==> src/verilog/ap_pkg.sv <==
/*
 * Memory access port shared definitions
 * Register codes, FSM state codes, transfer sizes and the write-data
 * union that is decoded either as CSW fields or as a raw address
 */

package ap_pkg;

  // ----------------------------------------------------------
  // Widths
  // ----------------------------------------------------------
  localparam int DATA_W    = 32;
  localparam int REGADDR_W = 4;
  // TAR bits touched by auto-increment
  localparam int WRAP_W    = 10;

  // ----------------------------------------------------------
  // Register address codes
  // ----------------------------------------------------------
  localparam logic [REGADDR_W-1:0] REG_CSW  = 4'd0;
  localparam logic [REGADDR_W-1:0] REG_TAR  = 4'd1;
  localparam logic [REGADDR_W-1:0] REG_DRW  = 4'd3;
  // Banked data registers live in bank 1
  localparam logic [REGADDR_W-1:0] REG_BD0  = 4'd4;
  localparam logic [REGADDR_W-1:0] REG_BD1  = 4'd5;
  localparam logic [REGADDR_W-1:0] REG_BD2  = 4'd6;
  localparam logic [REGADDR_W-1:0] REG_BD3  = 4'd7;
  localparam logic [REGADDR_W-1:0] REG_CFG  = 4'd13;
  localparam logic [REGADDR_W-1:0] REG_BASE = 4'd14;
  localparam logic [REGADDR_W-1:0] REG_IDR  = 4'd15;

  // Transfer FSM states
  localparam logic [1:0] ST_IDLE = 2'd0;
  localparam logic [1:0] ST_ADDR = 2'd1;
  localparam logic [1:0] ST_DATA = 2'd2;
  localparam logic [1:0] ST_DONE = 2'd3;

  // Bus transfer sizes, code 3 is never issued
  localparam logic [1:0] SIZE_BYTE = 2'd0;
  localparam logic [1:0] SIZE_HALF = 2'd1;
  localparam logic [1:0] SIZE_WORD = 2'd2;

  // CFG register, little endian and no large data
  localparam logic [DATA_W-1:0] CFG_VAL = 32'h0000_0000;

  // CSW field layout as written by the debug port
  typedef struct packed {
    logic [25:0] rsvd_hi;
    logic [1:0]  addr_inc;
    logic        rsvd3;
    logic [2:0]  size;
  } csw_fields_t;

  // One write-data word, two views
  typedef union packed {
    csw_fields_t         csw;
    logic [DATA_W-1:0]   addr;
  } ap_wdata_u;

endpackage

==> src/verilog/ap_addr_regs.sv <==
/*
 * CSW and TAR register file
 * Stores control and address state, applies wrapped auto-increment
 * and forms the aligned bus address and transfer size
 */
`timescale 1ns/100ps

module ap_addr_regs (
  input  logic                         dclk,
  input  logic                         apreset_n,
  input  logic                         done_wr_i,
  input  logic                         data_beat_i,
  input  logic                         is_csw_i,
  input  logic                         is_tar_i,
  input  logic                         is_drw_i,
  input  logic                         is_bdx_i,
  input  logic [ap_pkg::REGADDR_W-1:0] dp_regaddr_i,
  input  ap_pkg::ap_wdata_u            dp_wdata_i,
  input  logic [1:0]                   csw_size_wr_i,
  input  logic                         csw_inc_wr_i,
  input  logic                         slv_resp_i,
  input  logic                         device_en_i,
  output logic [ap_pkg::DATA_W-1:0]    csw_word_o,
  output logic [ap_pkg::DATA_W-1:0]    tar_o,
  output logic [ap_pkg::DATA_W-1:0]    slv_addr_o,
  output logic [1:0]                   slv_size_o
);
  import ap_pkg::*;

  logic [1:0]        csw_size_q;
  logic              csw_inc_q;
  logic [DATA_W-1:0] tar_q;
  logic              tar_inc;
  logic [2:0]        tar_inc_amt;
  logic [WRAP_W-1:0] tar_wrap;
  logic [1:0]        addr_lo_mask;

  // Increment after an error-free DRW beat only, BDx leaves TAR alone
  assign tar_inc = csw_inc_q & data_beat_i & is_drw_i & ~slv_resp_i;

  // Byte 1, half 2, word 4
  assign tar_inc_amt = {csw_size_q, ~|csw_size_q};
  // Carry out of the window is dropped
  assign tar_wrap = tar_q[WRAP_W-1:0] + WRAP_W'(tar_inc_amt);

  always_ff @(posedge dclk or negedge apreset_n) begin
    if (!apreset_n) begin
      csw_size_q <= SIZE_BYTE;
      csw_inc_q  <= 1'b0;
      tar_q      <= '1;
    end else begin
      if (done_wr_i && is_csw_i) begin
        csw_size_q <= csw_size_wr_i;
        csw_inc_q  <= csw_inc_wr_i;
      end
      if (tar_inc) begin
        tar_q <= {tar_q[DATA_W-1:WRAP_W], tar_wrap};
      end else if (done_wr_i && is_tar_i) begin
        tar_q <= dp_wdata_i.addr;
      end
    end
  end

  // ----------------------------------------------------------
  // Bus address and size
  // ----------------------------------------------------------
  // BDx is always a word transfer
  assign slv_size_o = is_bdx_i ? SIZE_WORD : csw_size_q;
  // Clear low bits to the size alignment
  assign addr_lo_mask = {~slv_size_o[1], ~|slv_size_o};
  assign slv_addr_o = {tar_q[DATA_W-1:4],
                       is_bdx_i ? dp_regaddr_i[1:0] : tar_q[3:2],
                       tar_q[1:0] & addr_lo_mask};

  // Prot 25:24 fixed, device enable in bit 6
  assign csw_word_o = {6'b0, 2'b11, 17'b0, device_en_i, 1'b0, csw_inc_q, 2'b0, csw_size_q};
  assign tar_o      = tar_q;

endmodule

==> src/verilog/ap_mem_access_port.sv <==
/*
 * Debug memory access port
 * Turns toggle-handshake debug requests into register accesses
 * and single transfers on the system bus
 */
`timescale 1ns/100ps

module ap_mem_access_port #(
  parameter logic [31:0] BASE_ADDR = 32'h0000_0000,
  parameter logic [31:0] IDR_VALUE = 32'h0000_0000
) (
  input  logic                         dclk,
  input  logic                         apreset_n,
  input  logic                         device_en_i,
  // Debug port side
  input  logic                         dp_req_i,
  input  logic                         dp_rnw_i,
  input  logic [ap_pkg::REGADDR_W-1:0] dp_regaddr_i,
  input  logic [ap_pkg::DATA_W-1:0]    dp_wdata_i,
  output logic                         ap_ack_o,
  output logic                         ap_wr_en_o,
  output logic [ap_pkg::DATA_W-1:0]    ap_rdata_o,
  output logic                         ap_err_o,
  // System bus side
  output logic [ap_pkg::DATA_W-1:0]    slv_addr_o,
  output logic [1:0]                   slv_size_o,
  output logic                         slv_write_o,
  output logic [1:0]                   slv_trans_o,
  input  logic [ap_pkg::DATA_W-1:0]    slv_rdata_i,
  input  logic                         slv_ready_i,
  input  logic                         slv_resp_i
);
  import ap_pkg::*;

  logic              is_csw, is_tar, is_drw, is_bdx, bus_access;
  logic [1:0]        csw_size_wr;
  logic              csw_inc_wr;
  logic              done_wr, data_beat, suppressed;
  logic [DATA_W-1:0] csw_word, tar;

  // ----------------------------------------------------------
  // Decode
  // ----------------------------------------------------------
  ap_reg_decode u_decode (
    .dp_regaddr_i (dp_regaddr_i), .dp_wdata_i (dp_wdata_i),
    .is_csw_o (is_csw), .is_tar_o (is_tar), .is_drw_o (is_drw), .is_bdx_o (is_bdx),
    .bus_access_o (bus_access), .csw_size_wr_o (csw_size_wr), .csw_inc_wr_o (csw_inc_wr)
  );

  // ----------------------------------------------------------
  // Execute
  // ----------------------------------------------------------
  ap_xfer_fsm u_fsm (
    .dclk (dclk), .apreset_n (apreset_n), .device_en_i (device_en_i),
    .dp_req_i (dp_req_i), .dp_rnw_i (dp_rnw_i), .bus_access_i (bus_access),
    .slv_ready_i (slv_ready_i), .ap_ack_o (ap_ack_o), .done_wr_o (done_wr),
    .data_beat_o (data_beat), .suppressed_o (suppressed), .ap_wr_en_o (ap_wr_en_o),
    .slv_trans_o (slv_trans_o), .slv_write_o (slv_write_o)
  );

  ap_addr_regs u_regs (
    .dclk (dclk), .apreset_n (apreset_n), .done_wr_i (done_wr), .data_beat_i (data_beat),
    .is_csw_i (is_csw), .is_tar_i (is_tar), .is_drw_i (is_drw), .is_bdx_i (is_bdx),
    .dp_regaddr_i (dp_regaddr_i), .dp_wdata_i (dp_wdata_i),
    .csw_size_wr_i (csw_size_wr), .csw_inc_wr_i (csw_inc_wr), .slv_resp_i (slv_resp_i),
    .device_en_i (device_en_i), .csw_word_o (csw_word), .tar_o (tar),
    .slv_addr_o (slv_addr_o), .slv_size_o (slv_size_o)
  );

  // ----------------------------------------------------------
  // Result
  // ----------------------------------------------------------
  ap_read_mux #(.BASE_ADDR (BASE_ADDR), .IDR_VALUE (IDR_VALUE)) u_rmux (
    .dp_regaddr_i (dp_regaddr_i), .dp_rnw_i (dp_rnw_i), .csw_word_i (csw_word),
    .tar_i (tar), .slv_rdata_i (slv_rdata_i), .slv_resp_i (slv_resp_i),
    .suppressed_i (suppressed), .ap_rdata_o (ap_rdata_o), .ap_err_o (ap_err_o)
  );

endmodule

==> src/verilog/ap_read_mux.sv <==
/*
 * Read data and error formation
 * Selects the word returned to the debug port and the error flag
 */
`timescale 1ns/100ps

module ap_read_mux #(
  parameter logic [31:0] BASE_ADDR = 32'h0000_0000,
  parameter logic [31:0] IDR_VALUE = 32'h0000_0000
) (
  input  logic [ap_pkg::REGADDR_W-1:0] dp_regaddr_i,
  input  logic                         dp_rnw_i,
  input  logic [ap_pkg::DATA_W-1:0]    csw_word_i,
  input  logic [ap_pkg::DATA_W-1:0]    tar_i,
  input  logic [ap_pkg::DATA_W-1:0]    slv_rdata_i,
  input  logic                         slv_resp_i,
  input  logic                         suppressed_i,
  output logic [ap_pkg::DATA_W-1:0]    ap_rdata_o,
  output logic                         ap_err_o
);
  import ap_pkg::*;

  logic [REGADDR_W-1:0] sel_addr;

  // Writes map to the upper bank so bus data and TAR stay hidden
  assign sel_addr = {dp_regaddr_i[3] | ~dp_rnw_i, dp_regaddr_i[2:0]};

  always_comb begin
    case (sel_addr)
      REG_CSW:  ap_rdata_o = csw_word_i;
      REG_TAR:  ap_rdata_o = tar_i;
      REG_CFG:  ap_rdata_o = CFG_VAL;
      // ROM table pointer, format bit set
      REG_BASE: ap_rdata_o = {BASE_ADDR[31:12], 11'h001, BASE_ADDR[0]};
      REG_IDR:  ap_rdata_o = IDR_VALUE;
      REG_DRW, REG_BD0, REG_BD1, REG_BD2, REG_BD3: begin
        ap_rdata_o = slv_rdata_i;
      end
      // Reserved codes read as zero
      default:  ap_rdata_o = '0;
    endcase
  end

  // Bus error or refused transfer
  assign ap_err_o = slv_resp_i | suppressed_i;

endmodule

==> src/verilog/ap_reg_decode.sv <==
/*
 * Register decode
 * Classifies the debug register address and legalises CSW write fields
 */
`timescale 1ns/100ps

module ap_reg_decode (
  input  logic [ap_pkg::REGADDR_W-1:0] dp_regaddr_i,
  input  ap_pkg::ap_wdata_u            dp_wdata_i,
  output logic                         is_csw_o,
  output logic                         is_tar_o,
  output logic                         is_drw_o,
  output logic                         is_bdx_o,
  output logic                         bus_access_o,
  output logic [1:0]                   csw_size_wr_o,
  output logic                         csw_inc_wr_o
);
  import ap_pkg::*;

  // ----------------------------------------------------------
  // Access classes
  // ----------------------------------------------------------
  assign is_csw_o = (dp_regaddr_i == REG_CSW);
  assign is_tar_o = (dp_regaddr_i == REG_TAR);
  assign is_drw_o = (dp_regaddr_i == REG_DRW);
  // Whole of bank 1 is BD0..BD3
  assign is_bdx_o = (dp_regaddr_i[3:2] == REG_BD0[3:2]);

  // DRW and BDx turn into a bus transfer
  assign bus_access_o = is_drw_o | is_bdx_o;

  // ----------------------------------------------------------
  // CSW write legalisation
  // ----------------------------------------------------------
  // Reserved size 3 is stored as word, bit 2 of the field is ignored
  assign csw_size_wr_o = (dp_wdata_i.csw.size[1:0] == 2'b11) ?
                         SIZE_WORD : dp_wdata_i.csw.size[1:0];

  // Packed transfer encoding dropped, only single increment kept
  assign csw_inc_wr_o = dp_wdata_i.csw.addr_inc[0];

endmodule

==> src/verilog/ap_xfer_fsm.sv <==
/*
 * Transfer controller
 * Four-state FSM that sequences register and bus accesses,
 * owns the acknowledge level and drives the bus control strobes
 */
`timescale 1ns/100ps

module ap_xfer_fsm (
  input  logic       dclk,
  input  logic       apreset_n,
  input  logic       device_en_i,
  input  logic       dp_req_i,
  input  logic       dp_rnw_i,
  input  logic       bus_access_i,
  input  logic       slv_ready_i,
  output logic       ap_ack_o,
  output logic       done_wr_o,
  output logic       data_beat_o,
  output logic       suppressed_o,
  output logic       ap_wr_en_o,
  output logic [1:0] slv_trans_o,
  output logic       slv_write_o
);
  import ap_pkg::*;

  logic [1:0] state_q;
  logic [1:0] state_d;
  logic       active;

  // Request pending while the two levels differ
  assign active = dp_req_i ^ ap_ack_o;

  // ----------------------------------------------------------
  // State sequencing
  // ----------------------------------------------------------
  always_comb begin
    case (state_q)
      // Bus access only with device enabled, all else straight to DONE
      ST_IDLE: state_d = !active ? ST_IDLE :
                         (bus_access_i && device_en_i) ? ST_ADDR : ST_DONE;
      // Address phase may be stalled by the bus
      ST_ADDR: state_d = slv_ready_i ? ST_DATA : ST_ADDR;
      // Data phase ends on ready
      ST_DATA: state_d = slv_ready_i ? ST_DONE : ST_DATA;
      // Single cycle, ack toggles on the way out
      default: state_d = ST_IDLE;
    endcase
  end

  always_ff @(posedge dclk or negedge apreset_n) begin
    if (!apreset_n) begin
      state_q  <= ST_IDLE;
      ap_ack_o <= 1'b0;
    end else begin
      state_q <= state_d;
      // Toggle acknowledge to close the request
      if (state_q == ST_DONE) begin
        ap_ack_o <= ~ap_ack_o;
      end
    end
  end

  // ----------------------------------------------------------
  // Qualifiers for the register file and read path
  // ----------------------------------------------------------
  // Register writes land in DONE
  assign done_wr_o   = (state_q == ST_DONE) & ~dp_rnw_i;
  // Last cycle of a data phase
  assign data_beat_o = (state_q == ST_DATA) & slv_ready_i;
  // Bus access refused while device disabled
  assign suppressed_o = (state_q == ST_IDLE) & active & bus_access_i & ~device_en_i;

  // Return strobe: register DONE, bus data beat, or suppression
  assign ap_wr_en_o = ((state_q == ST_DONE) & ~bus_access_i) |
                      data_beat_o | suppressed_o;

  // ----------------------------------------------------------
  // Bus control
  // ----------------------------------------------------------
  // Non-sequential only during the address phase
  assign slv_trans_o = {(state_q == ST_ADDR), 1'b0};
  assign slv_write_o = ~dp_rnw_i;

endmodule
==> config.mk <==
export PLATFORM = sky130hd
export DESIGN_NAME = ap_mem_access_port
export DESIGN_NICKNAME = d
export VERILOG_FILES = /design/src/verilog/ap_pkg.sv /design/src/verilog/ap_addr_regs.sv /design/src/verilog/ap_mem_access_port.sv /design/src/verilog/ap_read_mux.sv /design/src/verilog/ap_reg_decode.sv /design/src/verilog/ap_xfer_fsm.sv
export SDC_FILE = /design/constraint.sdc
export NUM_CORES = 1
export LEC_CHECK = 0
export BUFFER_PORTS_ARGS = -buffer_cell sky130_fd_sc_hd__buf_2
export CAP_MARGIN = 5
export CORE_MARGIN = 8
export CORE_UTILIZATION = 31
export CTS_BUF_LIST = sky130_fd_sc_hd__clkbuf_8
export CTS_CLUSTER_DIAMETER = 30
export CTS_CLUSTER_SIZE = 25
export DETAILED_ROUTE_END_ITERATION = 10
export HOLD_SLACK_MARGIN = 0.02
export PLACE_DENSITY = 0.62
export SYNTH_ARGS = -nofsm -noshare
export SYNTH_HDL_FRONTEND = slang
export SYNTH_SLANG_ARGS = --single-unit
==> constraint.sdc <==
create_clock -name dclk -period 1.9 [get_ports dclk]
set_clock_uncertainty 0.2 [all_clocks]
set_input_delay 0 -clock dclk [delete_from_list [all_inputs] [get_ports dclk]]
set_output_delay 0 -clock dclk [all_outputs]
set_load 0.01 [all_outputs]
==> results.py <==
metrics = {
    "route": {
        "route.vias.total": 2683,
        "drt_iter0_drc": 135,
        "drc_errors": 0,
        "drt-wirelength-per-cell_um": 15.40,
        "routed_wl_um": 8745,
        "antenna_left": 0,
        "first_pass_iters": 4,
        "via_per_inst": 4.724,
    },
    "pwr": {
        "p_sw_mw": 1.484,
        "combPwrFrac": 0.432,
        "power.leakage_nw": 1.955,
        "clock_power_share": 0.158,
        "p_per_area_nw_per_um2": 1058,
        "p_int_mw": 2.565,
        "seqPwrFrac": 0.409,
        "irDropWorstVdd_mv": 0.4789,
        "power.share.switching": 0.3665,
    },
    "timing": {
        "hold_viol": 0,
        "tightest_slew_ns": 0.5589,
        "finalCriticalPeriod_ns": 1.852,
        "fin_ws_ns": 0.04806,
        "finalMaxSlewViolations": 0,
        "slew_headroom": 0.6274,
        "setup_violations": 0,
        "finalCritPeriodShare": 0.9747,
        "fin_setup_tns_ns": 0,
        "rsz0062_at_grt": "true",
        "timing.fmax_mhz": 540.0,
    },
    "cts": {
        "htreeDepth": 2,
        "cts_tree": "done",
        "clk_latency_ns": 0.28,
        "numCtsBuffers": 5,
        "clock-sinks": 38,
        "clkTransAtPathRegs_ns": 0.07,
        "root_buffer": "clkbuf_8",
        "cts.path.max_buffers": 2,
    },
    "final_layout": {
        "drive_gt1_frac": 0.4838,
        "final_nets": 541,
        "layout_commonest_cell": "buf_2",
        "fin_area_um2": 3829,
        "final_cell_mix": "buf_2 (145), nand2_1 (89), dlygate4sd3_1 (38), dfstp_2 (32), a22o_1 (26)",
        "area_growth_pct": 49.27,
        "antenna_cells": 0,
    },
    "synthesis": {
        "synth_ff_type": "dfstp_2",
        "postSynthNetCount": 374,
        "avgSynthCellArea_um2": 8.695,
        "synth-seq-cells": 38,
        "yosys.area.top_type": "dfstp_2",
        "synth_enable_flop_cells": 0,
        "synth-warning-count": 0,
        "syn-cell-area_um2": 2565,
        "synth.area.top_cells": "dfstp_2 (33%), nand2_1 (13%), a22o_1 (8.9%)",
        "async_reset_ff_frac": 1.000,
        "syn_inst": 295,
        "ys_types": 48,
        "yosysSeqAreaShare": 0.3863,
        "netlist.area_leader.share": 0.3278,
    },
    "critical_path": {
        "cp_top_family": "flip-flops",
        "crit_required_ns": 1.70,
        "critPathMaxFanout": 3,
        "crit_path_max_incr_delay_ns": 0.46,
        "endpoint_kind": "output pin",
        "slowest_stage": "dfrtp_2",
        "cp_data_arrival_time_ns": 1.65,
        "crit_type": "reg2out",
        "crit_path_start_kind": "register",
        "critPathBufInv": 1,
        "worstPathCellList": "xnor2_4, nor4_4, mux2i_1, o22ai_1, buf_2",
    },
    "floorplan": {
        "die_x_um": 107.0,
        "ios": 147,
        "rows": 33,
        "die_area_um2": 11440,
        "initial_core_util": 0.3153,
        "die_h_um": 107.0,
        "core_area_um2": 8134,
    },
    "placement": {
        "dpl_cell_area_um2": 3278,
        "dpl_worst_slack_ns": 0.01483,
        "numPortBuffers": 145,
        "place_hpwl_um": 6734,
        "gp_congestion": 0.8974,
    },
    "global_routing": {
        "grt_first_pass_wirelength_um": 14050,
        "grt_max_degree": 27,
        "globalRouteOverflowTotal": 0,
        "first_global_vias": 2874,
        "antenna_found_initial": 1,
        "grtUsageTotal": 0.1507,
    },
    "run_status": {
        "status": "complete, no violations",
    },
    "hold_path": {
        "hold_path.class": "in2async",
    },
    "run": {
        "drv_cap": 0,
    },
}
[power groups by stage]
stage	clock [mW]	sequential, mW	combinational [mW]
finish	0.641	1.66	1.75
global route	0.696	1.71	1.93
CTS	0.670	1.65	1.69
detailed placement	0	1.65	1.59
global placement	0	1.63	1.55
floorplan	0	1.61	1.15
[registers in the layout (all words and copies together), names as in the netlist]
signal             flops
u_regs.tar_o          32
u_fsm.ap_ack_o         1
u_regs.csw_size_q      2
u_fsm.state_q          2
u_regs.csw_inc_q       1
[cells by family (layout without fill, tap and decap cells)]
kind of cell    count (synthesis)  count (layout)  synth area share
flops                          38              38            0.3863
mux                             8               8           0.03268
fa+ha+maj                       4               4           0.02244
compound gates                 61              61            0.1761
simple gates                  132             132            0.2390
xor+xnor                        4               4           0.01366
other cells                     1               1          0.001462
buf+inv                        47             215            0.1283
[layout make-up]
class                      instances  area, um^2
clock buffer                       8       110.1
fill                             767        4305
inverter                           4       15.01
multi-input combinational        210        1299
sequential                        38       992.2
tap                              105       131.4
timing repair buffer             203        1281
[synth_stat cells, types with 3 or more instances]
cell,n
a31oi_1,3
a21oi_1,4
xnor2_1,3
o211ai_1,4
inv_1,3
a22o_1,26
nor2_1,11
buf_6,5
o21ai_0,9
clkbuf_1,6
o21ai_1,4
dfrtp_1,6
buf_4,30
ha_1,3
nand2b_1,3
nor2b_1,3
mux2i_1,5
dfstp_2,32
o311ai_1,3
nand3_1,8
nand2_1,90
[metrics by stage]
step / hold WS [ns] / utilization / cells / total power, mW
2_1_floorplan: -0.4956 / - / 295 / 2.760
3_5_place_dp: -0.1690 / 0.4030 / 521 / 3.246
6_report: 0.04354 / 0.4707 / 568 / 4.049
4_1_cts: 0.03687 / 0.4649 / 567 / 4.011
3_3_place_gp: -0.1702 / 0.4030 / 521 / 3.188
5_1_grt: 0.06970 / 0.4707 / 568 / 4.338
[timing repair]
action	in CTS	in global routing
hold endpoints to repair	61	0
buffers inserted	0	1
gates resized for setup	3	8
hold buffers	38	0
pin swaps	0	3
setup endpoints to repair	4	7
[routing by layer]
metal	vias up	part of all wire	GRT usage
met5	-	0.0011	0
met2	95	0.49	0.2629
met1	1250	0.42	0.1715
met3	12	0.075	0.04499
met4	2	0.014	0.05025
li1	1324	-	-
[worst paths after layout]
kind	from	end	slack [ns]	depth (start not counted)
worst max-delay path	u_fsm.ap_ack_o	ap_wr_en_o	0.05	5
worst min-delay path	apreset_n	u_regs.csw_inc_q	0.04	2
worst max register to register	u_regs.csw_size_q[0]	u_regs.tar_o[6]	0.09	7
worst min register to register	u_regs.tar_o[13]	u_regs.tar_o[13]	0.27	2
max in group asynchronous	apreset_n	u_regs.tar_o[16]	0.77	3
min in group dclk	slv_resp_i	u_regs.tar_o[9]	0.05	4
Power figures use the tool's default switching activity.
